`config.mk`:
```
export PLATFORM = sky130hd
export DESIGN_NAME = sd_word_ram
export DESIGN_NICKNAME = d
export VERILOG_FILES = /design/src/design/sd_card_pkg.sv /design/src/design/sd_word_ram.sv
export SDC_FILE = /design/constraint.sdc
export NUM_CORES = 2
export LEC_CHECK = 0
export BUFFER_PORTS_ARGS = -buffer_cell sky130_fd_sc_hd__clkbuf_2
export CAP_MARGIN = 20
export CORE_MARGIN = 3
export CORE_UTILIZATION = 30
export DETAILED_ROUTE_END_ITERATION = 16
export PLACE_DENSITY_LB_ADDON = 0.05
export SYNTH_ARGS = -nofsm -noshare
export SYNTH_HDL_FRONTEND = slang
export SYNTH_SLANG_ARGS = --single-unit
```
`constraint.sdc`:
```
create_clock -name sd_clk -period 11.35 [get_ports sd_clk]
set_input_delay 1.135 -clock sd_clk [delete_from_list [all_inputs] [get_ports sd_clk]]
set_output_delay 1.135 -clock sd_clk [all_outputs]
set_load 0.03 [all_outputs]
```
`src/design/sd_card_pkg.sv`:
```
/*
 Shared widths, command indices and card constants for the SD card model.
 Replies are 120-bit payloads. Short replies use only the low 32 bits.
 The CID product-name field is 40 bits wide, so it keeps only "MODEL".
*/
package sd_card_pkg;

	// Word and field widths
	localparam int SD_WORD_W    = 32;
	localparam int CMD_IDX_W    = 6;
	localparam int REPLY_ARG_W  = 120;
	localparam int BLOCK_WORDS  = 128;
	localparam int BLOCK_ADDR_W = 7;

	// Command indices
	localparam logic [CMD_IDX_W-1:0] CMD_GO_IDLE        = 6'd0;
	localparam logic [CMD_IDX_W-1:0] CMD_ALL_SEND_CID   = 6'd2;
	localparam logic [CMD_IDX_W-1:0] CMD_SEND_RCA       = 6'd3;
	localparam logic [CMD_IDX_W-1:0] CMD_SELECT         = 6'd7;
	localparam logic [CMD_IDX_W-1:0] CMD_SEND_IF_COND   = 6'd8;
	localparam logic [CMD_IDX_W-1:0] CMD_READ_SINGLE    = 6'd17;
	localparam logic [CMD_IDX_W-1:0] CMD_WRITE_SINGLE   = 6'd24;
	localparam logic [CMD_IDX_W-1:0] CMD_APP            = 6'd55;
	localparam logic [CMD_IDX_W-1:0] ACMD_SEND_OP_COND  = 6'd41;

	// Supported voltage window, lands on OCR bits 23..8
	localparam logic [15:0] OCR_WINDOW = 16'hff80;

	// R1 status bits
	localparam int R1_READY_BIT = 8;
	localparam int R1_APP_BIT   = 5;

	// Maker, app ID, name, revision, serial, reserved, date code
	localparam logic [63:0] CID_NAME = "SM-MODEL";
	localparam logic [REPLY_ARG_W-1:0] CARD_CID = {8'h47, 16'h4754, CID_NAME[39:0],
		8'h10, 32'h1234_5678, 4'h0, 12'h1a5};

endpackage

```
`src/design/sd_word_ram.sv`:
```
/*
 Word RAM with one write port and one registered read port.
 Read data appears one cycle after the address. No reset, contents start unknown.
*/
`timescale 1ns/1ns
module sd_word_ram import sd_card_pkg::*; #(
	parameter int ADDR_W = 7
) (
	input  logic                 sd_clk,
	input  logic                 i_we,
	input  logic [ADDR_W-1:0]    i_waddr,
	input  logic [SD_WORD_W-1:0] i_wdata,
	input  logic [ADDR_W-1:0]    i_raddr,
	output logic [SD_WORD_W-1:0] o_rdata
);

	logic [SD_WORD_W-1:0] mem [0:(1<<ADDR_W)-1];

	// Write port
	always_ff @(posedge sd_clk)
		if (i_we)
			mem[i_waddr] <= i_wdata;

	// Registered read, old data on a same-address collision
	always_ff @(posedge sd_clk)
		o_rdata <= mem[i_raddr];

endmodule

```
=== After elaboration in Yosys (flattened, before gate mapping) ===
Memory sizes are Yosys's and may differ from the RTL's. A register that Yosys moved wholly into a read port is not among the register bits.
Index checks and enable logic that the tools add are counted.

* Memory bits (writable): 4096
* Memories kept: 1
* Input port bits: 48
* Logic and storage cells: 3
* Output and inout bits: 32
* Register bits after elaboration: 0

* Mux-type cells: 2

{| class="wikitable"
|+ Memory list
! memory !! words !! width !! rd ports !! clocked after memory_dff !! wr ports !! line !! source
|-
| mem || 128 || 32 || 1 || 1 || 1 || sd_word_ram.sv:17 || <nowiki>logic [SD_WORD_W-1:0] mem [0:(1<<ADDR_W)-1];</nowiki>
|}

{| class="wikitable"
|+ Operators with widths
! cell !! number
|-
| $mux 1 || 2
|}

=== Depth between registers and ports, before layout ===
* Depth after elaboration: 2
* Depth in mapped cells: 8
* Gate-level depth less buffers: 4

=== Worst setup path after synthesis ===
No wires, ideal clock.

* Path kind: in2reg
* From: input port i_we
* To: memory mem[98][0] (enable)
* Stages on the path: 3
* Library setup time: 0.461 ns
* Arrival: 3.913 ns
* Data required time: 10.889 ns
* Path buffers: 1
* Path slack: 6.976 ns
* Cell sequence: clkbuf_1 > nand4_1 > nor3_1

* Word-level cells in the longest chain between the ends: 2

{| class="wikitable"
|+ RTL lines
! element !! line !! source
|-
| start, declared || sd_word_ram.sv:10 || <nowiki>input logic i_we,</nowiki>
|-
| $mux 1 || sd_word_ram.sv:21 || <nowiki>if (i_we)</nowiki>
|-
| $mux 1 (implied by the code) || sd_word_ram.sv:22 || <nowiki>mem[i_waddr] <= i_wdata;</nowiki>
|-
| end, declared || sd_word_ram.sv:17 ||
|}

No other way between the ends.

==> results_dict.tcl <==
set metrics [dict create \
    final-hold-violation-count 0 \
    numCtsBuffers 468 \
    cp.arrival_ns 5.60 \
    min_path_type "primary input to flop" \
    dpl_worst_slack_ns 5.52 \
    setup_viol 0 \
    cts_root_buf "clkbuf_16" \
    synth_warnings 0 \
    yosysUniqueCellTypes 17 \
    cts_tree "yes" \
    grt_setup_unrepaired "no" \
    die_width_um 728 \
    portBuffers 79 \
    start_kind "primary input" \
    avgSynthCellArea_um2 26.1 \
    die_y_um 728 \
    status "completed" \
    worst_slew_pin_slew_ns 1.31 \
    finish.instance_area_um2 182000 \
    period_needed_ns 4.74 \
    layout-drive-gt1-share 0.359 \
    globalplace.congestion 0.742 \
    min_period_over_period 0.418 \
    ant_nets 0 \
    wl_per_cell_um 38.8 \
    cp_max_fo 78 \
    rows 264 \
    p_leak_nw 54.7 \
    coreArea_um2 518000 \
    post_cts_resized 0 \
    relSlewSlack 0.129 \
    yosys_register_bits 4128 \
    ctsHoldBuffers 0 \
    final_nets 6501 \
    vias_per_cell 5.09 \
    grtUsageTotal 0.201 \
    synth_area_um2 156000 \
    cts_setup_buffers 0 \
    ir_worst_vdd_mv 0.116 \
    synth_fp_nets 6038 \
    start_util 0.302 \
    drt_iter0_markers 7030 \
    synthCells 5990 \
    ios 80 \
    die_area_um2 530000 \
    final_common_cell "edfxtp_1" \
    dr.pass1.iters 5 \
    clkLatencyLatePin_ns 1.03 \
    grt_pass1_vias 74450 \
    fin_ws_ns 6.61 \
    tns_ns 0 \
    vias 70400 \
    grt_max_degree 106 \
    crit_type "primary input to flop" \
    finalMaxSlewViolations 0 \
    htree_levels 5 \
    globalRouteOverflowTotal 0 \
    max_freq_mhz 211 \
    path_clk_slew_ns 0.06 \
    grt_pass1_wl_um 713000 \
    final.setup_skew_ns 0.0690 \
    antenna_found_initial 60 \
    clkSinkCount 4128 \
    syn2layout_area_growth_pct 16.3 \
    cp-end-kind "flop" \
    clock_path_buffers 4 \
    critical_path_required_ns 12.21 \
    cap_violations 0 \
    post-dp-hpwl_um 290000 \
    drt_wl_total_um 537000 \
    n_fill_cell 47674 \
    drc 0 \
    post_dp_cell_area_um2 167000 \
    layout_common_cells "edfxtp_1, mux4_2, clkbuf_16, buf_4, clkinv_1" \
    power_density_nw_per_um2 183 \
    ys_seq_area_frac 0.791 \
]
==> cells by family (layout without fill, tap and decap cells) <==
| group | count (synthesis) | count (layout) | synth area share |
|---|---|---|---|
| other cells | 0 | 63 | 0 |
| flops | 4128 | 4128 | 0.791 |
| buf+inv | 316 | 1180 | 0.00839 |
| mux | 1376 | 1376 | 0.196 |
| simple gates | 170 | 170 | 0.00446 |
==> power by group <==
group | switching [mW] | internal [mW] | total [mW]
registers | 0.0962 | 16.8 | 16.9
clock network | 6.22 | 8.23 | 14.5
logic | 1.20 | 0.608 | 1.81
==> routing by layer <==
metal	wire (um)	GRT usage	vias to the layer above
met1	235000	0.276	40667
met4	11500	0.0464	18
met5	118	0	-
li1	-	-	27509
met2	270000	0.342	1616
met3	20700	0.0239	590
==> state kept, by name (all words and copies together), names as in the netlist <==
register / count
o_rdata: 32
mem: 4096
==> synth_stat cells <==
master	count	area, um2
clkbuf_1	182	683
nor2b_1	7	43.8
buf_1	50	188
or3_1	1	6.26
nand2_1	14	52.6
nand2b_1	2	12.5
nor2_1	122	458
nand4_1	3	18.8
mux2_2	32	360
buf_4	3	22.5
edfxtp_1	4096	123000
nand3_1	12	60.1
buf_2	79	395
mux4_2	1344	30300
nor3_1	9	45.0
dfxtp_1	32	641
buf_6	2	22.5
==> final cells by class <==
type                            instances  area, um2  area share
Antenna cell                           63        158    0.000867
Clock buffer                          579      12300      0.0676
Clock inverter                        292       2230      0.0122
Multi-Input combinational cell       1546      32300       0.178
Sequential cell                      4128     124000       0.680
Tap cell                             6916       8650      0.0476
Timing Repair Buffer                  309       2550      0.0140
==> stage by stage <==
step / utilization / power, mW / hold WS, ns / cells
4_1_cts: 0.351 / 33.7 / 0.425 / 13769
5_1_grt: 0.351 / 34.3 / 0.465 / 13819
2_1_floorplan: - / 18.0 / 1.07 / 5990
6_report: 0.351 / 33.2 / 0.535 / 13833
3_3_place_gp: 0.323 / 19.1 / 1.15 / 12897
3_5_place_dp: 0.323 / 19.2 / 1.15 / 12898
==> worst max-delay path, cell delays in order <==
cell and delay [ns]:
buf_12 0.52, buf_12 0.53, buf_4 0.71, mux4_2 0.61
mux4_2 0.54, mux4_2 0.73, mux2_2 0.37
==> worst paths after layout <==
check	slack (ns)	to	start	cells past startpoint
setup reg to reg	8.42	o_rdata[30]$_DFF_P_	mem[4][30]$_DFFE_PP_	4
hold reg to reg	1.15	o_rdata[4]$_DFF_P_	mem[60][4]$_DFFE_PP_	4
hold / removal	0.53	mem[29][28]$_DFFE_PP_	i_wdata[28]	1
setup / recovery	6.61	o_rdata[28]$_DFF_P_	i_raddr[0]	7
(Power assumes the default switching activity.)
