--- config.mk ---
export PLATFORM = sky130hd
export DESIGN_NAME = sd_data_engine
export DESIGN_NICKNAME = d
export VERILOG_FILES = /design/src/design/sd_card_pkg.sv /design/src/design/sd_data_engine.sv
export SDC_FILE = /design/constraint.sdc
export NUM_CORES = 1
export LEC_CHECK = 0
export BUFFER_PORTS_ARGS = -buffer_cell sky130_fd_sc_hd__buf_2
export CORE_AREA = 2 2 94 96
export CTS_CLUSTER_DIAMETER = 120
export DETAILED_ROUTE_END_ITERATION = 10
export DIE_AREA = 0 0 96 98
export PLACE_DENSITY = 0.62
export SLEW_MARGIN = 20
export SYNTH_ARGS = -nofsm -noshare
export SYNTH_HDL_FRONTEND = slang
export SYNTH_SLANG_ARGS = --single-unit
--- constraint.sdc ---
create_clock -name sd_clk -period 4.4 [get_ports sd_clk]
set_input_delay 0.44 -clock sd_clk [delete_from_list [all_inputs] [get_ports sd_clk]]
set_output_delay 0.44 -clock sd_clk [all_outputs]
set_load 0.05 [all_outputs]
--- src/design/sd_card_pkg.sv ---
/*
 Shared widths, command indices and card constants for the SD card model.
 Replies are 120-bit payloads. Short replies use only the low 32 bits.
 The CID product-name field is 40 bits wide, so it keeps only "MODEL".
*/
package sd_card_pkg;

	// Word and field widths
	localparam int SD_WORD_W    = 32;
	localparam int CMD_IDX_W    = 6;
	localparam int REPLY_ARG_W  = 120;
	localparam int BLOCK_WORDS  = 128;
	localparam int BLOCK_ADDR_W = 7;

	// Command indices
	localparam logic [CMD_IDX_W-1:0] CMD_GO_IDLE        = 6'd0;
	localparam logic [CMD_IDX_W-1:0] CMD_ALL_SEND_CID   = 6'd2;
	localparam logic [CMD_IDX_W-1:0] CMD_SEND_RCA       = 6'd3;
	localparam logic [CMD_IDX_W-1:0] CMD_SELECT         = 6'd7;
	localparam logic [CMD_IDX_W-1:0] CMD_SEND_IF_COND   = 6'd8;
	localparam logic [CMD_IDX_W-1:0] CMD_READ_SINGLE    = 6'd17;
	localparam logic [CMD_IDX_W-1:0] CMD_WRITE_SINGLE   = 6'd24;
	localparam logic [CMD_IDX_W-1:0] CMD_APP            = 6'd55;
	localparam logic [CMD_IDX_W-1:0] ACMD_SEND_OP_COND  = 6'd41;

	// Supported voltage window, lands on OCR bits 23..8
	localparam logic [15:0] OCR_WINDOW = 16'hff80;

	// R1 status bits
	localparam int R1_READY_BIT = 8;
	localparam int R1_APP_BIT   = 5;

	// Maker, app ID, name, revision, serial, reserved, date code
	localparam logic [63:0] CID_NAME = "SM-MODEL";
	localparam logic [REPLY_ARG_W-1:0] CARD_CID = {8'h47, 16'h4754, CID_NAME[39:0],
		8'h10, 32'h1234_5678, 4'h0, 12'h1a5};

endpackage

--- src/design/sd_data_engine.sv ---
/*
 Block data engine between the host ports, the block buffer and the block store.
 Takes one request at a time. Both RAMs have one-cycle read latency.
 Write data is unthrottled, read data uses valid/ready.
*/
`timescale 1ns/1ns
module sd_data_engine import sd_card_pkg::*; #(
	parameter int LG_MEM_BLOCKS = 4
) (
	input  logic                                  sd_clk,
	input  logic                                  i_rst_n,
	input  logic                                  i_blk_req_valid,
	input  logic                                  i_blk_req_write,
	input  logic [LG_MEM_BLOCKS-1:0]              i_blk_req_addr,
	input  logic                                  i_rx_valid,
	input  logic [SD_WORD_W-1:0]                  i_rx_data,
	input  logic                                  i_tx_ready,
	output logic                                  o_eng_busy,
	output logic                                  o_tx_valid,
	output logic [SD_WORD_W-1:0]                  o_tx_data,
	output logic                                  o_tx_last,
	output logic                                  o_card_busy,
	// Block buffer
	output logic                                  o_buf_we,
	output logic [BLOCK_ADDR_W-1:0]               o_buf_waddr,
	output logic [SD_WORD_W-1:0]                  o_buf_wdata,
	output logic [BLOCK_ADDR_W-1:0]               o_buf_raddr,
	input  logic [SD_WORD_W-1:0]                  i_buf_rdata,
	// Block store
	output logic                                  o_store_we,
	output logic [LG_MEM_BLOCKS+BLOCK_ADDR_W-1:0] o_store_waddr,
	output logic [SD_WORD_W-1:0]                  o_store_wdata,
	output logic [LG_MEM_BLOCKS+BLOCK_ADDR_W-1:0] o_store_raddr,
	input  logic [SD_WORD_W-1:0]                  i_store_rdata
);

	typedef enum logic [2:0] {
		S_IDLE,
		S_RECV,
		S_WCOPY,
		S_RCOPY,
		S_STREAM
	} state_t;

	state_t                   state;
	// One extra bit so copies can run 0..BLOCK_WORDS
	logic [BLOCK_ADDR_W:0]    cnt;
	logic [BLOCK_ADDR_W-1:0]  cnt_lo;
	logic [BLOCK_ADDR_W-1:0]  cnt_prev;
	logic [BLOCK_ADDR_W-1:0]  rd_next;
	logic                     cnt_end;
	logic [LG_MEM_BLOCKS-1:0] blk;

	assign cnt_lo   = cnt[BLOCK_ADDR_W-1:0];
	// Copy writes trail reads by the RAM latency
	assign cnt_prev = cnt_lo - 1'b1;
	assign rd_next  = cnt_lo + 1'b1;
	assign cnt_end  = (cnt == (BLOCK_ADDR_W+1)'(BLOCK_WORDS));

	// Status and stream outputs decoded from state
	assign o_eng_busy  = (state != S_IDLE);
	assign o_card_busy = (state == S_WCOPY);
	assign o_tx_valid  = (state == S_STREAM);
	assign o_tx_last   = o_tx_valid && (&cnt_lo);
	// Buffer output register is the prefetch stage
	assign o_tx_data   = i_buf_rdata;

	assign o_store_waddr = {blk, cnt_prev};
	assign o_store_raddr = {blk, cnt_lo};
	assign o_store_wdata = i_buf_rdata;

	//////////////////////////////////////////////////
	// RAM port control
	always_comb
	begin
		o_buf_we    = 1'b0;
		o_buf_waddr = cnt_lo;
		o_buf_wdata = i_rx_data;
		o_buf_raddr = cnt_lo;
		o_store_we  = 1'b0;
		case (state)
		S_RECV:
			o_buf_we = i_rx_valid;
		S_WCOPY:
			o_store_we = (cnt != '0);
		S_RCOPY:
		begin
			o_buf_we    = (cnt != '0);
			o_buf_waddr = cnt_prev;
			o_buf_wdata = i_store_rdata;
			// Word 0 is read ahead so streaming starts on time
			o_buf_raddr = '0;
		end
		S_STREAM:
			// Hold the address on a stall so data stays put
			if (i_tx_ready)
				o_buf_raddr = rd_next;
		default:
			o_buf_we = 1'b0;
		endcase
	end

	//////////////////////////////////////////////////
	// Transfer sequencing
	always_ff @(posedge sd_clk)
		if (!i_rst_n)
		begin
			state <= S_IDLE;
			cnt   <= '0;
		end
		else
		begin
			case (state)
			S_IDLE:
				if (i_blk_req_valid)
				begin
					state <= i_blk_req_write ? S_RECV : S_RCOPY;
					cnt   <= '0;
				end
			S_RECV:
				if (i_rx_valid)
				begin
					cnt <= cnt + 1'b1;
					// Last word of the block
					if (&cnt_lo)
					begin
						state <= S_WCOPY;
						cnt   <= '0;
					end
				end
			S_WCOPY, S_RCOPY:
				if (cnt_end)
				begin
					state <= (state == S_WCOPY) ? S_IDLE : S_STREAM;
					cnt   <= '0;
				end
				else
					cnt <= cnt + 1'b1;
			S_STREAM:
				if (i_tx_ready)
				begin
					cnt <= cnt + 1'b1;
					if (o_tx_last)
						state <= S_IDLE;
				end
			default:
				state <= S_IDLE;
			endcase
		end

	// Block number for the current transfer
	always_ff @(posedge sd_clk)
		if (i_blk_req_valid && (state == S_IDLE))
			blk <= i_blk_req_addr;

endmodule

# ---- Yosys cells after proc, flatten, opt, wreduce, memory -nomap -nowiden
# Cells that the tools add are included.
dict set report op_classes {
  reduce_logical 10
  muxes 21
  eq_ne 11
  n_addsub 3
}
# op count
set ops {}
lappend ops {{$mux 8} 5}
lappend ops {{$mux 32} 1}
lappend ops {{$pmux 8 s4} 1}
lappend ops {{$mux 3} 7}
lappend ops {{$mux 7} 2}
lappend ops {{$pmux 7 s2} 1}
lappend ops {{$pmux 3 s4} 1}
lappend ops {{$ne 2x2->1 const B} 5}
lappend ops {{$add 8x1->8 const B} 1}
lappend ops {{$eq 8x8->1 const B} 1}
lappend ops {{$reduce_bool 8->1} 1}
lappend ops {{$add 7x1->7 const B} 1}
lappend ops {{$reduce_and 7->1} 1}
lappend ops {{$sub 7x1->7 const B} 1}
lappend ops {{$eq 3x2->1 const B} 2}
lappend ops {{$reduce_and 6->1} 1}
lappend ops {{$reduce_and 4->1} 1}
lappend ops {{$reduce_bool 4->1} 1}
lappend ops {{$eq 3x1->1 const B} 1}
lappend ops {{$eq 3x3->1 const B} 1}
lappend ops {{$logic_not 3->1} 1}
lappend ops {{$reduce_bool 3->1} 1}
lappend ops {{$logic_and 1x1->1} 2}
lappend ops {{$mux 2} 1}
lappend ops {{other kinds (4)} 4}
dict set report totals {
  wordCells 48
  input_bits 106
  regBits 15
  out_inout_bits 138
}

# ---- Depth between registers and ports, before layout
dict set report logic_depth {
  ltp_word 5
  mapped_depth 8
  ltp_nobuf 7
}

# ---- Worst setup path after synthesis
# Ideal clock, no wire load.
dict set report synth_path {
  path_kind {reg-to-output}
  start {register cnt[0]}
  end {output o_buf_raddr[1]}
  slack_ns 1.278
  arrival_time_ns 2.682
  required_ns 3.960
  path_buffers 1
  stages_incl_launch_ff 6
  cell_sequence {dfxtp_1 clkbuf_1 inv_1 ha_1 inv_1 o21ai_0}
}
dict set report synth_via {
  elab_chain_cells 3
}
# element line
set synth_lines {}
lappend synth_lines {{start, declared} sd_data_engine.sv:47} ;# logic [BLOCK_ADDR_W:0] cnt;
lappend synth_lines {{start signal, assigned} sd_data_engine.sv:123} ;# cnt <= cnt + 1'b1;
lappend synth_lines {{start signal, assigned} sd_data_engine.sv:138} ;# cnt <= cnt + 1'b1;
lappend synth_lines {{start signal, assigned} sd_data_engine.sv:142} ;# cnt <= cnt + 1'b1;
lappend synth_lines {{$add 7x1->7} sd_data_engine.sv:57} ;# assign rd_next = cnt_lo + 1'b1;
lappend synth_lines {{$mux 7} sd_data_engine.sv:96} ;# if (i_tx_ready)
lappend synth_lines {{$pmux 7 s2} sd_data_engine.sv:81} ;# case (state)
lappend synth_lines {{end, declared} sd_data_engine.sv:27} ;# output logic [BLOCK_ADDR_W-1:0] o_buf_raddr,
# Every way passes these cells.

# ---- Worst setup path in the final report
dict set report layout_path {
  start {register state[0]}
  end {output o_buf_raddr[6]}
}
dict set report layout_via {
  elab_chain_cells 2
  word_cells_on_any_way 3
  classes_between {eq/ne (2); mux (1)}
}
# element line
set layout_lines {}
lappend layout_lines {{start, declared} sd_data_engine.sv:45} ;# state_t state;
lappend layout_lines {{start signal, assigned} sd_data_engine.sv:117} ;# state <= i_blk_req_write ? S_RECV : S_RCOPY;
lappend layout_lines {{start signal, assigned} sd_data_engine.sv:134} ;# state <= (state == S_WCOPY) ? S_IDLE : S_STREAM;
lappend layout_lines {{$eq 3x3->1 or $eq 3x2->1 (tied branches)} sd_data_engine.sv:81}
lappend layout_lines {{$pmux 7 s2 (*)} sd_data_engine.sv:81}
# Every way passes the cells marked *; elsewhere a longest branch is shown, timed or not.

==> reports/metrics.cfg <==
[timing]
finalCritPeriodShare = 0.708
tightest_slew_ns = 0.955
final.min_clock_period_ns = 3.12
rsz0062_at_grt = false
fmax_mhz = 321
drv_slew = 0
setup_viol = 0
fin_worst_skew_ns = 0.00330
finalSetupTns_ns = 0
finalHoldViolations = 0
maxSlewHeadroom = 0.363

[clock_network]
ctsRootBufferMaster = clkbuf_8
cts_htree_levels = 1
cts_setup_buffers = 0
clkSinkCount = 15
cts-hold-fix-buffers = 0
cts_resized = 0
clk_latency_ns = 0.25
cts_buffers = 3
clockBufferDepth = 2
clk_pin_slew_ns = 0.06
cts_tree = yes

[worst_setup_path]
cp_cell_sequence = and3b_2 -> nor2_1 -> o21bai_1 -> a32o_1 -> buf_2
max_stage_delay_ns = 0.92
crit_family = simple AND/OR/NAND/NOR gates
crit_buf_inv = 1
slowest_stage = and3b_2
path_max_fanout = 42
crit_arrival_ns = 2.68
end_kind = primary output
start_kind = flip-flop
required_ns = 3.96
crit_type = flip-flop to primary output

[detailed_routing]
vias = 2106
postRouteAntennaNets = 0
drt-total-wl_mm = 7.31
vias_per_cell = 4.75
drt_pass1_iterations = 4
wl_per_cell_um = 16.5
drt_iter0_markers = 79
remaining_drc_errors = 0

[synthesis]
ys_types = 46
synth_nets = 385
async_flop_share = 0
synthFlopType = dfxtp_1
synthSimpleGateAreaFrac = 0.168
ys_seq_elements = 15
synth.area.top_cells = buf_4 26%, mux2_2 17%, dfxtp_1 10%
yosysMostFrequentCell = buf_4
synth_compound_area_frac = 0.128
synth_top_area_share = 0.258
avgSynthCellArea_sq_um = 7.92
mappedNetlistArea_sq_mm = 0.00218
synth_edf_count = 4
synth.largest_area_cell = buf_4
synth_fa_ha_area_frac = 0.0172
synthTopCellsByCount = 75 x buf_4, 33 x mux2_2, 19 x nor2_1, 15 x nand2_1, 13 x nand3_1
synth_top_family_by_area = buffers and inverters
yosys-mux-area-fraction = 0.179
synth-xor-area-share = 0.0521
synthCells = 276
seq_area_frac_synth = 0.156
synth_warnings = 0

[die]
num_rows = 34
start_util = 0.258
core_area_sq_mm = 0.00847
dieArea_sq_mm = 0.00941
io-pin-count = 244
die_h_um = 98
fp.dieW_um = 96

[cells_and_area]
fillCellCount = 930
num_antenna_cells = 0
fin_area_sq_mm = 0.00247
layout.nets = 445
area_delta_synth_final_pct = 13.1
drive_above_1_share = 0.567

[global_routing]
antenna_found_initial = 0
first_global_vias = 1978
grt_max_degree = 43
grt_pass1_wl_mm = 10.9
overflow = 0
track_usage = 0.149

[placement]
routabilityCongestion = 0.824
place_area_sq_mm = 0.00242
io_buffers = 147
dpl.hpwl_mm = 5.98

[power]
p_per_area_mw_per_mm2 = 254
leakage_nw = 1.17
ir_drop_v = 0.0000894
power_mw = 0.628

[min_path]
min_path_type = primary input to flip-flop

[run]
drv_cap = 0

[run_status]
status = finished clean

-- worst reg2reg max path, delay by kind of cell, from the launching register on --
kind                   cells  cell delay, ns
AO/OA/AOI/OAI              2            0.56
buffers and inverters      1            0.27
flip-flops                 1            0.44
AND/OR/NAND/NOR            4            0.87
-- kinds of logic after synthesis --
family	Yosys count
adders and majority gates	3
buffers and inverters	98
muxes	35
and+or+nand+nor	72
DFF	15
AOI/OAI and AO/OA	40
xor gates and xnor gates	13
-- final timing paths --
path                                         from        endpoint  slack, ns  cells after the start
worst min register to register             cnt[0]          cnt[0]       0.62                      2
worst min-delay path            i_blk_req_addr[3]          blk[3]       0.36                      1
worst max-delay path                     state[0]  o_buf_raddr[6]       1.28                      5
worst max register to register           state[0]          cnt[3]       2.21                      7
-- cells in the final DEF (no fill, tap or decap), types with 2 or more instances in the layout --
cell type	synthesis	routed
a31oi_1	3	3
ha_1	3	3
nand4_1	3	3
nand4b_1	2	2
a41oi_1	2	2
a21oi_1	10	10
o31ai_1	4	4
o21ai_0	8	8
nand3_1	13	13
buf_2	4	147
nor2b_1	5	5
dfxtp_1	11	11
edfxtp_1	4	4
xnor2_1	10	10
xor2_1	3	3
and3_1	3	3
nand2_1	15	15
clkbuf_8	0	3
nand2b_1	2	2
mux2_2	33	33
nor2_1	19	19
nand3b_1	3	3
inv_1	6	6
mux2i_1	2	2
-- report_power, final --
part	internal, mW	total [mW]	switching (mW)
logic	0.101	0.351	0.250
registers	0.149	0.162	0.0123
clock network	0.0643	0.115	0.0511
-- final cells by class --
cell class	instances	area (sq um)	area share
clock buffer	4	45.0	0.0182
inverter	6	22.5	0.00912
multi-input combinational	163	1190	0.482
sequential	15	340	0.138
tap	108	135	0.0547
timing repair buffer	147	736	0.298
-- sequential cells by signal, summed over array words and instances, names as in the netlist --
name and flops:
blk 4, cnt 8, state 3
-- per-stage QoR --
stage,worst slack (ns),hold slack (ns),utilization,instances
after floorplan,1.28,0.539,-,276
after global placement,1.68,0.611,0.286,439
after detailed placement,1.54,0.607,0.286,439
after CTS,1.27,0.359,0.292,443
after global routing,1.12,0.363,0.292,443
final,1.28,0.363,0.292,443
-- routing by layer --
metal / GRT usage / vias to the layer above / share of wire
met5: 0 / - / 0
met4: 0.0396 / 0 / 0.011
met3: 0.0455 / 7 / 0.11
met2: 0.245 / 154 / 0.48
met1: 0.187 / 944 / 0.41
li1: - / 1001 / -
(Power assumes the default switching activity.)
