## src/design/sd_card_pkg.sv

```systemverilog
/*
 Shared widths, command indices and card constants for the SD card model.
 Replies are 120-bit payloads. Short replies use only the low 32 bits.
 The CID product-name field is 40 bits wide, so it keeps only "MODEL".
*/
package sd_card_pkg;

	// Word and field widths
	localparam int SD_WORD_W    = 32;
	localparam int CMD_IDX_W    = 6;
	localparam int REPLY_ARG_W  = 120;
	localparam int BLOCK_WORDS  = 128;
	localparam int BLOCK_ADDR_W = 7;

	// Command indices
	localparam logic [CMD_IDX_W-1:0] CMD_GO_IDLE        = 6'd0;
	localparam logic [CMD_IDX_W-1:0] CMD_ALL_SEND_CID   = 6'd2;
	localparam logic [CMD_IDX_W-1:0] CMD_SEND_RCA       = 6'd3;
	localparam logic [CMD_IDX_W-1:0] CMD_SELECT         = 6'd7;
	localparam logic [CMD_IDX_W-1:0] CMD_SEND_IF_COND   = 6'd8;
	localparam logic [CMD_IDX_W-1:0] CMD_READ_SINGLE    = 6'd17;
	localparam logic [CMD_IDX_W-1:0] CMD_WRITE_SINGLE   = 6'd24;
	localparam logic [CMD_IDX_W-1:0] CMD_APP            = 6'd55;
	localparam logic [CMD_IDX_W-1:0] ACMD_SEND_OP_COND  = 6'd41;

	// Supported voltage window, lands on OCR bits 23..8
	localparam logic [15:0] OCR_WINDOW = 16'hff80;

	// R1 status bits
	localparam int R1_READY_BIT = 8;
	localparam int R1_APP_BIT   = 5;

	// Maker, app ID, name, revision, serial, reserved, date code
	localparam logic [63:0] CID_NAME = "SM-MODEL";
	localparam logic [REPLY_ARG_W-1:0] CARD_CID = {8'h47, 16'h4754, CID_NAME[39:0],
		8'h10, 32'h1234_5678, 4'h0, 12'h1a5};

endpackage

```

## src/design/sd_cmd_fsm.sv

```systemverilog
/*
 Card command state machine: identification, selection, replies, block requests.
 One reply at a time. The host must not send while a reply is pending.
 POWER_UP_POLLS must be at least 1 and CARD_RCA must be nonzero.
*/
`timescale 1ns/1ns
module sd_cmd_fsm import sd_card_pkg::*; #(
	parameter logic [15:0] CARD_RCA          = 16'h5a3c,
	parameter int          POWER_UP_POLLS    = 2,
	parameter bit          OPT_HIGH_CAPACITY = 1'b1,
	parameter int          LG_MEM_BLOCKS     = 4
) (
	input  logic                     sd_clk,
	input  logic                     i_rst_n,
	input  logic                     i_cmd_valid,
	input  logic [CMD_IDX_W-1:0]     i_cmd_idx,
	input  logic [SD_WORD_W-1:0]     i_cmd_arg,
	input  logic                     i_reply_ready,
	input  logic                     i_eng_busy,
	output logic                     o_reply_valid,
	output logic [CMD_IDX_W-1:0]     o_reply_idx,
	output logic                     o_reply_long,
	output logic [REPLY_ARG_W-1:0]   o_reply_arg,
	output logic                     o_blk_req_valid,
	output logic                     o_blk_req_write,
	output logic [LG_MEM_BLOCKS-1:0] o_blk_req_addr
);

	localparam int POLL_W = $clog2(POWER_UP_POLLS + 1);

	// Card state
	logic              app_cmd;
	logic              cmd8_sent;
	logic [POLL_W-1:0] poll_cnt;
	logic              ready;
	logic              hcs;
	logic [15:0]       rca;
	logic              selected;

	// Decode of the incoming command
	logic                   go_idle;
	logic [POLL_W:0]        poll_num;
	logic                   poll_done;
	logic                   ocr_ok;
	logic                   hcs_nxt;
	logic                   rca_match;
	logic [SD_WORD_W-1:0]   r1;
	logic [SD_WORD_W-1:0]   blk_num;
	logic                   reply_go;
	logic                   req_go;
	logic [CMD_IDX_W-1:0]   nxt_idx;
	logic                   nxt_long;
	logic [REPLY_ARG_W-1:0] nxt_arg;

	assign go_idle   = i_cmd_valid && (i_cmd_idx == CMD_GO_IDLE);
	assign poll_num  = {1'b0, poll_cnt} + 1'b1;
	assign poll_done = ready || (poll_num >= POWER_UP_POLLS);
	assign ocr_ok    = |(i_cmd_arg[23:8] & OCR_WINDOW);
	assign hcs_nxt   = OPT_HIGH_CAPACITY && cmd8_sent && i_cmd_arg[30];
	// RCA of zero means not yet addressed
	assign rca_match = (rca != 16'h0) && (i_cmd_arg[31:16] == rca);
	// Byte addressing drops the 512-byte offset
	assign blk_num   = hcs ? i_cmd_arg : (i_cmd_arg >> 9);

	//////////////////////////////////////////////////
	// Reply and request decision
	always_comb
	begin
		r1 = '0;
		r1[R1_READY_BIT] = !i_eng_busy;
		reply_go = 1'b0;
		req_go   = 1'b0;
		nxt_idx  = i_cmd_idx;
		nxt_long = 1'b0;
		nxt_arg  = '0;
		case (i_cmd_idx)
		CMD_SEND_IF_COND:
		begin
			reply_go = 1'b1;
			nxt_arg[31:0] = i_cmd_arg;
		end
		CMD_APP:
		begin
			reply_go = 1'b1;
			nxt_arg[31:0] = r1;
			nxt_arg[R1_APP_BIT] = 1'b1;
		end
		ACMD_SEND_OP_COND:
			if (app_cmd)
			begin
				// OCR reply carries the R3 index of all ones
				reply_go = 1'b1;
				nxt_idx  = '1;
				nxt_arg[31]   = ocr_ok && poll_done;
				nxt_arg[30]   = hcs_nxt;
				nxt_arg[23:8] = OCR_WINDOW;
			end
		CMD_ALL_SEND_CID:
			if (ready && (rca == 16'h0))
			begin
				reply_go = 1'b1;
				nxt_idx  = '1;
				nxt_long = 1'b1;
				nxt_arg  = CARD_CID;
			end
		CMD_SEND_RCA:
			if (ready)
			begin
				reply_go = 1'b1;
				nxt_arg[31:16] = CARD_RCA;
			end
		CMD_SELECT:
			if (rca_match)
			begin
				reply_go = 1'b1;
				nxt_arg[31:0] = r1;
			end
		CMD_READ_SINGLE, CMD_WRITE_SINGLE:
			if (selected && !i_eng_busy)
			begin
				reply_go = 1'b1;
				req_go   = 1'b1;
				nxt_arg[31:0] = r1;
			end
		default:
			reply_go = 1'b0;
		endcase
		reply_go = reply_go && i_cmd_valid;
		req_go   = req_go && i_cmd_valid;
	end

	//////////////////////////////////////////////////
	// Card state, cleared by reset or CMD0
	always_ff @(posedge sd_clk)
		if (!i_rst_n || go_idle)
		begin
			app_cmd   <= 1'b0;
			cmd8_sent <= 1'b0;
			poll_cnt  <= '0;
			ready     <= 1'b0;
			hcs       <= 1'b0;
			rca       <= 16'h0;
			selected  <= 1'b0;
		end
		else if (i_cmd_valid)
		begin
			// App flag lasts for exactly one command
			app_cmd <= (i_cmd_idx == CMD_APP);
			case (i_cmd_idx)
			CMD_SEND_IF_COND:
				cmd8_sent <= 1'b1;
			ACMD_SEND_OP_COND:
				if (app_cmd)
				begin
					hcs <= hcs_nxt;
					if (!ocr_ok)
						ready <= 1'b0;
					else if (poll_done)
						ready <= 1'b1;
					else
						poll_cnt <= poll_num[POLL_W-1:0];
				end
			CMD_SEND_RCA:
				if (ready)
					rca <= CARD_RCA;
			CMD_SELECT:
				selected <= rca_match;
			default:
				selected <= selected;
			endcase
		end

	// Reply held until accepted, request is a single pulse
	always_ff @(posedge sd_clk)
		if (!i_rst_n)
		begin
			o_reply_valid   <= 1'b0;
			o_blk_req_valid <= 1'b0;
		end
		else
		begin
			o_blk_req_valid <= req_go;
			if (reply_go)
				o_reply_valid <= 1'b1;
			else if (i_reply_ready)
				o_reply_valid <= 1'b0;
		end

	// Reply and request payload
	always_ff @(posedge sd_clk)
	begin
		if (reply_go)
		begin
			o_reply_idx  <= nxt_idx;
			o_reply_long <= nxt_long;
			o_reply_arg  <= nxt_arg;
		end
		if (req_go)
		begin
			o_blk_req_write <= (i_cmd_idx == CMD_WRITE_SINGLE);
			o_blk_req_addr  <= blk_num[LG_MEM_BLOCKS-1:0];
		end
	end

endmodule

```

## config.mk

```make
export PLATFORM = sky130hd
export DESIGN_NAME = sd_cmd_fsm
export DESIGN_NICKNAME = d
export VERILOG_FILES = /design/src/design/sd_card_pkg.sv /design/src/design/sd_cmd_fsm.sv
export SDC_FILE = /design/constraint.sdc
export NUM_CORES = 1
export LEC_CHECK = 0
export ABC_AREA = 0
export ABC_CLOCK_PERIOD_IN_PS = 5500
export BUFFER_PORTS_ARGS = -buffer_cell sky130_fd_sc_hd__buf_2
export CORE_ASPECT_RATIO = 0.6
export CORE_UTILIZATION = 45
export DETAILED_ROUTE_END_ITERATION = 16
export PLACE_DENSITY = 0.89
export SKIP_CTS_REPAIR_TIMING = 1
export SYNTH_ARGS = -nofsm -noshare
export SYNTH_HDL_FRONTEND = slang
export SYNTH_SLANG_ARGS = --single-unit
```

## constraint.sdc

```tcl
create_clock -name sd_clk -period 5.5 [get_ports sd_clk]
set_input_delay 0.275 -clock sd_clk [delete_from_list [all_inputs] [get_ports sd_clk]]
set_output_delay 0.275 -clock sd_clk [all_outputs]
set_load 0.01 [all_outputs]
```

-- Yosys cells after proc, flatten, opt, wreduce, memory -nomap -nowiden
Index checks and enable logic that the tools add are counted.
- flip-flop bits (word level): 142
- word-level logic and storage cells: 79
- add/subtract/negate cells: 1
- order comparisons: 1
- equal/unequal tests: 10
- mux-type cells: 26
- bitwise gates (word level): 1
- reductions and logical operators: 25
- operators with widths (operator ; count):
    119-bit two-way mux ; 1
    8-bit case mux with 6 select lines ; 2
    8-bit case mux with 5 select lines ; 1
    6-bit case mux with 5 select lines ; 1
    9-bit two-way mux ; 2
    16-bit by 15-bit == test with 1-bit output ; 1
    16-bit logical NOT ; 1
    16-bit two-way mux ; 1
    16-bit nonzero test ; 1
    15-bit two-way mux ; 1
    6-bit by 2-bit == test with 1-bit output, second input constant ; 2
    6-bit by 5-bit == test with 1-bit output, second input constant ; 2
    6-bit == test, second input constant ; 2
    6-bit two-way mux ; 2
    2-bit case mux with 6 select lines ; 1
    6-bit case mux with 2 select lines ; 1
    1-bit two-way mux ; 10
    9-bit OR reduction ; 1
    1-bit logical AND ; 8
    6-bit by 3-bit == test with 1-bit output, second input constant ; 1
    6-bit by 4-bit == test with 1-bit output, second input constant ; 1
    6-bit logical NOT ; 1
    1-bit case mux with 6 select lines ; 1
    3-bit AND reduction ; 2
    13 further kinds ; 17

-- Logic depth before layout (Yosys ltp)
Gate-level depths: netlist of run 1.
- word-level depth: 6
- depth in mapped cells: 6
- depth with buffers taken out: 6

-- Worst setup path after synthesis of run 1
OpenSTA, ideal clock, no wires.
- path kind: in2reg
- start point: input port i_cmd_idx[0]
- end point: register o_reply_arg[0], enable pin
- setup time: 0.448 ns
- arrival: 3.234 ns
- required time: 5.052 ns
- slack: 1.818 ns
- stages on the path: 5
- cells stage by stage: buf_2 or3b_2 nor4_1 a211oi_1 a21oi_1
- longest elaborated chain between the ends: 4
- elaborated cells on any way between the ends: 12
- those cells by class: eq/ne (8); mux (1); reduce/logical (3)
- ends and longest elaborated chain (item ; RTL line ; text):
    start, declared ; sd_cmd_fsm.sv:16 ; input logic [CMD_IDX_W-1:0] i_cmd_idx,
    6-bit by 5-bit == test with 1-bit output, or another cell as far along ; sd_cmd_fsm.sv:76 ; case (i_cmd_idx)
    2-bit OR reduction, on equally long branches ; -- ;
    1-bit case mux with 6 select lines * ; sd_cmd_fsm.sv:76 ;
    1-bit logical AND * ; sd_cmd_fsm.sv:128 ; reply_go = reply_go && i_cmd_valid;
    via reply_go ; sd_cmd_fsm.sv:49 ; logic reply_go;
    end signal, assigned ; sd_cmd_fsm.sv:196 ; o_reply_arg <= nxt_arg;
    end, declared ; sd_cmd_fsm.sv:23 ; output logic [REPLY_ARG_W-1:0] o_reply_arg,
Mark *: on every way through the listed nets, which the timed path passes. The rest lies on a longest branch.
A chain may end at the register's enable or synchronous reset.

-- Worst setup path after layout of run 1
- start point: input port i_cmd_idx[2]
- end point: register o_reply_idx[4], enable pin
- longest elaborated chain between the ends: 4
- elaborated cells on any way between the ends: 12
- those cells by class: eq/ne (8); mux (1); reduce/logical (3)
- ends and longest elaborated chain (item ; RTL line ; text):
    6-bit by 5-bit == test with 1-bit output, or another cell as far along ; sd_cmd_fsm.sv:76 ;
    2-bit OR reduction, on equally long branches ; -- ;
    1-bit case mux with 6 select lines * ; sd_cmd_fsm.sv:76 ;
    1-bit logical AND * ; sd_cmd_fsm.sv:128 ;
    via reply_go ; sd_cmd_fsm.sv:49 ;
    end signal, assigned ; sd_cmd_fsm.sv:194 ; o_reply_idx <= nxt_idx;
    end, declared ; sd_cmd_fsm.sv:21 ; output logic [CMD_IDX_W-1:0] o_reply_idx,
Marked as above.

==> out/summary.txt, run 1 <==
Status = complete, no violations
Via Count = 2,201
Achievable frequency = 437.6 MHz
Final hold violations = 0
Global-route wire length before repair = 9915 um
Routed WL per cell = 14.93 um
DIE WIDTH = 108.5 um
DRC = 0
Final period util = 41.55%
Worst endpoint required time = 5.43 ns
CP max stage delay = 0.55 ns
Crit end category = flip-flop
Antenna viol nets, final = 0
Most used DFF post-synth = edfxtp_1
Max_slew headroom = 53.37%
Commonest non-fill, non-tap cell in the layout = buf_2
Clock Skew = 0.004028 ns
IO buf count = 122
Area Overhead vs Synth = 13.08%
CTS clk-pin slew, worst paths = 0.06 ns
Placer Congestion = 0.8660
Antenna violations before repair = 0
Synth warn = 0
Number of diodes = 0
Area of the die = 7146 um2
I/O pin count = 177
Worst Setup Start Kind = primary input
Largest net degree at the start of global routing = 40
Worst min path class = primary input to flip-flop
Leak Pwr = 1.566 nW
CTS Buf Count = 5
CP Cell Sequence = buf_2 > or3b_4 > nor3_2 > nor3b_1 > a21oi_4 > buf_4
GRT overflow = 0
Cell variety after synth = 45
Final Slew Violations = 0
Sequential fraction of the synthesis area = 49.71%
Final setup viols = 0
Layout cells sized above 1 = 40.32%
Worst Path Buf+Inv = 2
CTS tree = yes
Peak VDD IR = 0.0001187 V
Worst Reg2Reg Path Length in Cells = 5
Post-detail-place hpwl = 5283 um
Critical Path AT = 2.21 ns
Cells after synthesis = 281
WS Path Type = primary input to flip-flop
Cell Pwr Density = 233.1 nW/um2
Top delay family on crit path = simple AND/OR/NAND/NOR gates
Starting density of the core = 48.34%
Slew of the pin with the lowest slew margin = 0.6994 ns
CTS Root Cell = clkbuf_16
CP max stage cell = nor3_2
Layout net count = 415
WL final = 6806 um
Fin Setup TNS = 0 ns
Async S/R FF share, synth = 0%
Fin crit period = 2.285 ns
Syn avg cell area = 10.89 um2
DRT Pass-1 Iters = 4
Commonest cells after routing, fill and taps aside = buf_2 (122), conb_1 (54), edfxtp_1 (44)
Vert. Die Dim = 65.88 um
Clk sink count = 54
Worst-case clock buffer depth = 2
Worst path depth = 6
Vias per Instance = 4.827
Vias in the first global route = 1,801
Max_cap viols = 0
Hold WS = 0.2710 ns
Worst skew pair latency = 0.28 ns
RSZ-0062 raised after global routing = no
CP max FO = 39
Number of flops mapped to enable cells by yosys = 44
Gr usage total = 18.77%
FF+latch count, synth = 54
DR iter-0 viols = 142
Core ar. = 6331 um2
Fillers = 590
H-tree levels = 2
Rows = 22
Hold Crit Depth = 2
Post-Syn Area = 3060 um2
[report_power, final]
part | internal, mW | total [mW] | leakage, nW | switching [mW]
Combinational | 0.0233 | 0.0705 | 1.05 | 0.0472
Clock | 0.169 | 0.294 | 0.0652 | 0.125
Sequential | 0.441 | 0.442 | 0.449 | 0.00118
[synth_stat cells (3+ instances only)]
cell type | number | area (um2)
nand4bb_1 | 3 | 33.78
a21o_1 | 13 | 97.59
mux2_2 | 4 | 45.04
nor2_1 | 10 | 37.54
buf_4 | 88 | 660.6
edfxtp_1 | 44 | 1321
or2_2 | 7 | 43.79
nand4_1 | 4 | 25.02
nor3_1 | 4 | 20.02
clkbuf_1 | 5 | 18.77
buf_2 | 3 | 15.01
nor4_1 | 3 | 18.77
a211o_1 | 3 | 26.28
dfxtp_1 | 10 | 200.2
o21ai_0 | 3 | 15.01
a21oi_1 | 13 | 65.06
and3_1 | 14 | 87.58
nand3_1 | 3 | 15.01
nand2_1 | 10 | 37.54
inv_1 | 5 | 18.77
[layer usage]
metal  vias up  GRT usage, %  share of wire (%)
met4         0         3.041              0.059
met1      1046         28.95                 47
met2       112         26.98                 43
li1       1041             -                  -
met3         2         4.039                9.9
met5         -             0                  0
[per-stage QoR]
stage | util [%] | setup slack, ns | instance area [um2] | cells | total power, mW
CTS | 54.66 | 3.228 | 3461 | 456 | 0.8129
floorplan | - | 1.818 | 3259 | 334 | 0.5211
detailed placement | 52.51 | 2.923 | 3324 | 448 | 0.5197
global route | 54.66 | 3.112 | 3461 | 456 | 0.8408
finish | 54.66 | 3.215 | 3461 | 456 | 0.8068
global placement | 52.51 | 2.987 | 3324 | 448 | 0.5191
[flip-flops by register name, indices dropped and copies added, names as in the netlist, 2 cells and up]
signal and flops:
o_reply_idx 6, o_blk_req_addr 4, o_reply_arg 33, poll_cnt 2
[cell type report]
cell class	instances	area, um2	area share, %
inverter	5	18.77	0.5423
sequential	54	1521	43.96
tap	84	105.1	3.037
timing repair buffer	127	648.1	18.73
multi-input combinational	178	1031	29.79
clock buffer	8	136.4	3.941
[cells by family after synthesis]
kind of cell	after synthesis	synth area share [%]
other	1	0.1225
AOI/OAI and AO/OA	41	9.076
buffers and inverters	102	23.47
adders and majority gates	1	0.4088
DFF	54	49.71
xor gates and xnor gates	1	0.2862
and+or+nand+nor	77	15.45
muxes	4	1.472
[path summary, 6_finish.rpt]
path | start | end | slack [ns]
min | i_cmd_arg[5] | o_reply_arg[5]$_DFFE_PP_ | 0.27
max | i_cmd_idx[2] | o_reply_idx[4]$_DFFE_PP_ | 3.21
min reg2reg | poll_cnt[0]$_SDFFE_PP0P_ | poll_cnt[0]$_SDFFE_PP0P_ | 0.47
max reg2reg | rca[2]$_SDFFE_PP0P_ | o_reply_idx[4]$_DFFE_PP_ | 3.26
No activity file was read; power rests on OpenSTA's default activity.
==> inputs of run 2 (changes only) <==
--- a/config.mk
+++ b/config.mk
@@ -6,12 +6,12 @@
 export NUM_CORES = 1
 export LEC_CHECK = 0
 export ABC_AREA = 0
-export ABC_CLOCK_PERIOD_IN_PS = 5500
+export ABC_CLOCK_PERIOD_IN_PS = 2100
 export BUFFER_PORTS_ARGS = -buffer_cell sky130_fd_sc_hd__buf_2
 export CORE_ASPECT_RATIO = 0.6
-export CORE_UTILIZATION = 45
+export CORE_UTILIZATION = 40
 export DETAILED_ROUTE_END_ITERATION = 16
-export PLACE_DENSITY = 0.89
+export PLACE_DENSITY = 0.84
 export SKIP_CTS_REPAIR_TIMING = 1
 export SYNTH_ARGS = -nofsm -noshare
 export SYNTH_HDL_FRONTEND = slang
==> constraint.sdc (replaced) <==
create_clock -name sd_clk -period 2.1 [get_ports sd_clk]
set_input_delay 0.105 -clock sd_clk [delete_from_list [all_inputs] [get_ports sd_clk]]
set_output_delay 0.105 -clock sd_clk [all_outputs]
set_load 0.01 [all_outputs]
==> run 2 against run 1 <==
Against the previous run:
- power grew to 2.8 times the previous value
- core utilization shrank 5.1 points
- global-route usage shrank 0.73 points
- die area grew 12%
- critical endpoint is now o_reply_arg[26]$_DFFE_PP_
- sequential power grew to 2.6 times the previous value
- highest routed layer unchanged
- via count grew 4.1%
==> out/summary.txt, run 2 (synthesis gave the netlist of run 1 again) <==
Leak Pwr = 1.642 nW
Crit end category = flip-flop
Commonest cells after routing, fill and taps aside = buf_2 (122), conb_1 (54), edfxtp_1 (44)
Status = complete, no violations
Hold wc startpoint = i_cmd_arg[5]
Final period util = 93.44%
CTS tree = yes
Hold WS = 0.09066 ns
DRC = 0
Placer Congestion = 0.9184
Rows = 24
GRT overflow = 0
Top flop regs = o_reply_arg: 33 flops, o_reply_idx: 6 flops, o_blk_req_addr: 4 flops
Core ar. = 7327 um2
Vias per Instance = 4.716
WL final = 7304 um
DIE WIDTH = 114.9 um
Number of diodes = 0
Max_slew headroom = 53.02%
Reg with most FFs = o_reply_arg
Commonest non-fill, non-tap cell in the layout = buf_2
Starting density of the core = 41.77%
Global-route wire length before repair = 10,730 um
Area of the die = 8017 um2
Critical Path AT = 1.96 ns
Antenna viol nets, final = 0
Hold Crit Depth = 2
DRT Pass-1 Iters = 5
Worst Setup Start Kind = flip-flop
Final hold violations = 0
Max reg flops = 33
Achievable frequency = 509.6 MHz
RSZ-0062 raised after global routing = no
Vert. Die Dim = 69.76 um
Slew of the pin with the lowest slew margin = 0.7047 ns
Cell Pwr Density = 625.2 nW/um2
Post-layout util = 49.54%
CTS clk-pin slew, worst paths = 0.07 ns
Post-detail-place hpwl = 5738 um
Worst Reg2Reg Path Length in Cells = 5
IO buf count = 122
Worst skew pair latency = 0.29 ns
Layout net count = 425
I/O pin count = 177
CTS Root Cell = clkbuf_16
Final Slew Violations = 0
Peak VDD IR = 0.0002677 V
CTS Buf Count = 5
H-tree levels = 2
Area Overhead vs Synth = 18.60%
Clock Skew = 0.005575 ns
Via Count = 2,292
CP max FO = 22
Gr usage total = 18.04%
Reg2reg start = rca[2]$_SDFFE_PP0P_
Hold endpoint = o_reply_arg[5]$_DFFE_PP_
Max_cap viols = 0
R2r setup slk = 0.14 ns
Vias in the first global route = 2,058
Worst-case clock buffer depth = 2
Critical R2R Capture = o_reply_arg[26]$_DFFE_PP_
Worst endpoint required time = 2.10 ns
DR iter-0 viols = 211
Routed WL per cell = 15.03 um
Fin crit period = 1.962 ns
Antenna violations before repair = 0
Clk sink count = 54
Largest net degree at the start of global routing = 36
Worst min path class = primary input to flip-flop
Layout cells sized above 1 = 43.19%
WS Path Type = flip-flop to flip-flop
Final setup viols = 0
run 2: cell types whose count changed in the layout (fill, tap and decap cells not counted):
| cell | before | now |
|---|---|---|
| buf_4 | 5 | 13 |
| nor4_2 | 0 | 1 |
| a211oi_2 | 0 | 1 |
| a211oi_1 | 1 | 0 |
| nor3b_1 | 2 | 1 |
| nor3b_2 | 0 | 1 |
| clkbuf_1 | 3 | 2 |
| buf_12 | 0 | 2 |
| dfxtp_2 | 0 | 1 |
| nor4_1 | 3 | 2 |
| dfxtp_1 | 10 | 9 |
| bufinv_16 | 0 | 1 |
run 2: area by class of cell:
type	count	area, um2
fillers	680	3697
flip-flops and latches	54	1523
multi-input cells	178	1047
repair buffers	137	748.2
clock buffers	7	132.6
well taps	104	130.1
clock inverters	1	30.03
inverters	5	18.77
run 2: worst max-delay path by stage:
stage / start / to / slack, ns / depth (start not counted)
3_3_place_gp: rca[2]$_SDFFE_PP0P_ / o_reply_arg[26]$_DFFE_PP_ / 0.24 / 5
2_1_floorplan: rca[2]$_SDFFE_PP0P_ / o_reply_arg[0]$_DFFE_PP_ / -0.15 / 4
4_1_cts: rca[2]$_SDFFE_PP0P_ / o_reply_idx[1]$_DFFE_PP_ / 0.14 / 5
3_5_place_dp: rca[2]$_SDFFE_PP0P_ / o_reply_arg[14]$_DFFE_PP_ / 0.17 / 5
5_1_grt: rca[2]$_SDFFE_PP0P_ / o_reply_idx[1]$_DFFE_PP_ / 0.08 / 5
6_report: rca[2]$_SDFFE_PP0P_ / o_reply_arg[26]$_DFFE_PP_ / 0.14 / 5
run 2: metal layers:
layer | GRT usage (%) | wire length (um) | vias up
li1 | - | - | 1060
met1 | 24.96 | 3140 | 1092
met2 | 26.24 | 3241 | 128
met3 | 6.381 | 807 | 12
met4 | 5.772 | 114 | 0
met5 | 0 | 0 | -
run 2: per-stage QoR:
step / power, mW / TNS (ns) / setup WS, ns / cell area [um2] / cells
after floorplan: 1.366 / -6.016 / -0.1543 / 3288 / 334
after global placement: 1.364 / 0 / 0.2416 / 3467 / 478
after detailed placement: 1.366 / 0 / 0.1724 / 3467 / 478
after CTS: 2.279 / 0 / 0.1440 / 3630 / 486
after global routing: 2.322 / 0 / 0.07695 / 3630 / 486
final: 2.269 / 0 / 0.1377 / 3630 / 486
run 2: critical path: stages, from the launching register on:
cell       delay (ns)
dfxtp_2          0.36
or4_1            0.51
a2bb2oi_1        0.17
nor3b_2          0.21
a21oi_4          0.20
buf_12           0.20
run 2: power by group:
group | total [mW] | switching, mW | internal (mW) | leakage, nW
clock | 0.923 | 0.359 | 0.564 | 0.0781
sequential | 1.16 | 0.00325 | 1.15 | 0.450
combinational | 0.190 | 0.125 | 0.0649 | 1.11
total | 2.27 | 0.487 | 1.78 | 1.64
==> inputs of run 3 (changes only) <==
--- a/config.mk
+++ b/config.mk
@@ -8,11 +8,12 @@
 export ABC_AREA = 0
 export ABC_CLOCK_PERIOD_IN_PS = 2100
 export BUFFER_PORTS_ARGS = -buffer_cell sky130_fd_sc_hd__buf_2
-export CORE_ASPECT_RATIO = 0.6
+export CORE_ASPECT_RATIO = 1.2
 export CORE_UTILIZATION = 40
 export DETAILED_ROUTE_END_ITERATION = 16
 export PLACE_DENSITY = 0.84
 export SKIP_CTS_REPAIR_TIMING = 1
+export SLEW_MARGIN = 20
 export SYNTH_ARGS = -nofsm -noshare
 export SYNTH_HDL_FRONTEND = slang
 export SYNTH_SLANG_ARGS = --single-unit
==> run 3 against run 2 <==
Against the previous run:
- flip-flop and latch count unchanged
- power decreased by 11%
- global-route usage decreased by 1.2 points
- final area decreased by 3.4%
- register-to-register slack about the same
- first-iteration DRC count decreased by 19%
- core utilization decreased by 1.6 points
- clock power decreased by 28%
- die area decreased by 0.12%
- critical path depth unchanged
- via count decreased by 0.74%
==> out/summary.txt, run 3 (synthesis gave the netlist of run 1 again) <==
Gr usage total = 16.85%
CTS Buf Count = 5
Fin crit period = 1.957 ns
Cell Count, Final, Fillers Out = 467
Antenna violations before repair = 0
Switch Pwr = 0.4459 mW
Final Slew Violations = 0
Max_slew headroom = 53.86%
GRT overflow = 0
Core ar. = 7317 um2
Max_cap viols = 0
IO buf count = 122
Vias per Instance = 4.872
Slew of the pin with the lowest slew margin = 0.6920 ns
Pre-CTS setup slack = -0.009529 ns
Fin Setup TNS = 0 ns
Critical Path AT = 1.95 ns
Cell Pwr Density = 574.5 nW/um2
Placer Congestion = 0.8745
Pint = 1.568 mW
Global-route wire length before repair = 10,140 um
Worst skew pair latency = 0.30 ns
Commonest cells after routing, fill and taps aside = buf_2 (122), conb_1 (54), edfxtp_1 (44)
Post-layout util = 47.91%
Starting density of the core = 41.83%
Layout cells sized above 1 = 42.44%
Combinational share of power = 9.4%
Commonest non-fill, non-tap cell in the layout = buf_2
CP Cell Sequence = or4_1 > a2bb2oi_1 > nor3b_2 > a21oi_4 > buf_4
Placed Cells = 459
RSZ-0062 raised after global routing = no
Peak VDD IR = 0.0002363 V
CTS tree = yes
H-tree levels = 2
Clk sink count = 54
CTS Root Cell = clkbuf_8
Part of the power in registers = 57.4%
Achievable frequency = 511.0 MHz
CP max stage cell = or4_1
Clock power frac = 33.2%
Top delay family on crit path = simple AND/OR/NAND/NOR gates
Worst-case clock buffer depth = 2
I/O pin count = 177
Vias in the first global route = 2,012
Worst min path class = primary input to flip-flop
Final setup viols = 0
Largest net degree at the start of global routing = 36
Top flop regs = o_reply_arg: 33 flops, o_reply_idx: 6 flops, o_blk_req_addr: 4 flops
Antenna viol nets, final = 0
Area of the die = 8007 um2
Reg with most FFs = o_reply_arg
Via Count = 2,275
Worst endpoint required time = 2.10 ns
Rows = 34
Final period util = 93.18%
Worst Setup Start Kind = flip-flop
DIE WIDTH = 81.85 um
DRT Pass-1 Iters = 5
CP max FO = 17
Clock Skew = 0.008233 ns
Area Overhead vs Synth = 14.55%
Vert. Die Dim = 97.82 um
Max reg flops = 33
DR iter-0 viols = 171
Crit end category = flip-flop
Post-detail-place hpwl = 5320 um
CTS clk-pin slew, worst paths = 0.09 ns
Worst Path Buf+Inv = 1
WL final = 6812 um
Number of diodes = 0
Leak Pwr = 1.587 nW
CP max stage delay = 0.50 ns
DRC = 0
Final WS setup = 0.1432 ns
WS Path Type = flip-flop to flip-flop
Final hold violations = 0
Hold WS = 0.07124 ns
Status = complete, no violations
Routed WL per cell = 14.59 um
Switching Share = 22.14%
Layout net count = 420
==> run 3: cell types whose count changed in the layout (fill, tap and decap cells not counted), sizes merged <==
cell | previous run | this run
buf | 137 | 132
clkbuf | 7 | 6
clkinv | 0 | 1
==> run 3: final cells by class <==
cell class	instances	area, um2
Fill cell	690	3811
Sequential cell	54	1523
Multi-Input combinational cell	178	1047
Timing Repair Buffer	132	698.2
Tap cell	90	112.6
Clock buffer	6	72.57
Clock inverter	2	33.78
Inverter	5	18.77
==> run 3: worst paths after layout <==
| path | start | to | slack (ns) | cells past startpoint |
|---|---|---|---|---|
| worst min register to register | selected$_SDFFE_PP0P_ | selected$_SDFFE_PP0P_ | 0.48 | 2 |
| worst min-delay path | i_cmd_arg[7] | o_reply_arg[7]$_DFFE_PP_ | 0.07 | 2 |
| worst max register to register | rca[2]$_SDFFE_PP0P_ | o_reply_arg[9]$_DFFE_PP_ | 0.14 | 5 |
| worst max-delay path | rca[2]$_SDFFE_PP0P_ | o_reply_arg[9]$_DFFE_PP_ | 0.14 | 5 |
==> run 3: power groups by stage <==
stage | Sequential (mW) | Combinational (mW) | Clock, mW
global route | 1.16 | 0.209 | 0.718
finish | 1.16 | 0.190 | 0.669
detailed placement | 1.18 | 0.186 | 0
CTS | 1.16 | 0.187 | 0.674
global placement | 1.18 | 0.183 | 0
floorplan | 1.18 | 0.181 | 0
==> run 3: stage by stage <==
stage | area, um2 | total power, mW
after floorplan | 3288 | 1.366
final | 3506 | 2.014
after detailed placement | 3400 | 1.367
after global placement | 3400 | 1.363
after global routing | 3506 | 2.084
after CTS | 3506 | 2.017
==> run 3: metal layers <==
| layer | wire (um) | up-vias | GRT usage, % |
|---|---|---|---|
| met1 | 2564 | 1081 | 19.65 |
| met3 | 469 | 12 | 3.271 |
| met4 | 146 | 0 | 6.613 |
| met5 | 0 | - | 0 |
| met2 | 3631 | 133 | 29.56 |
| li1 | - | 1049 | - |
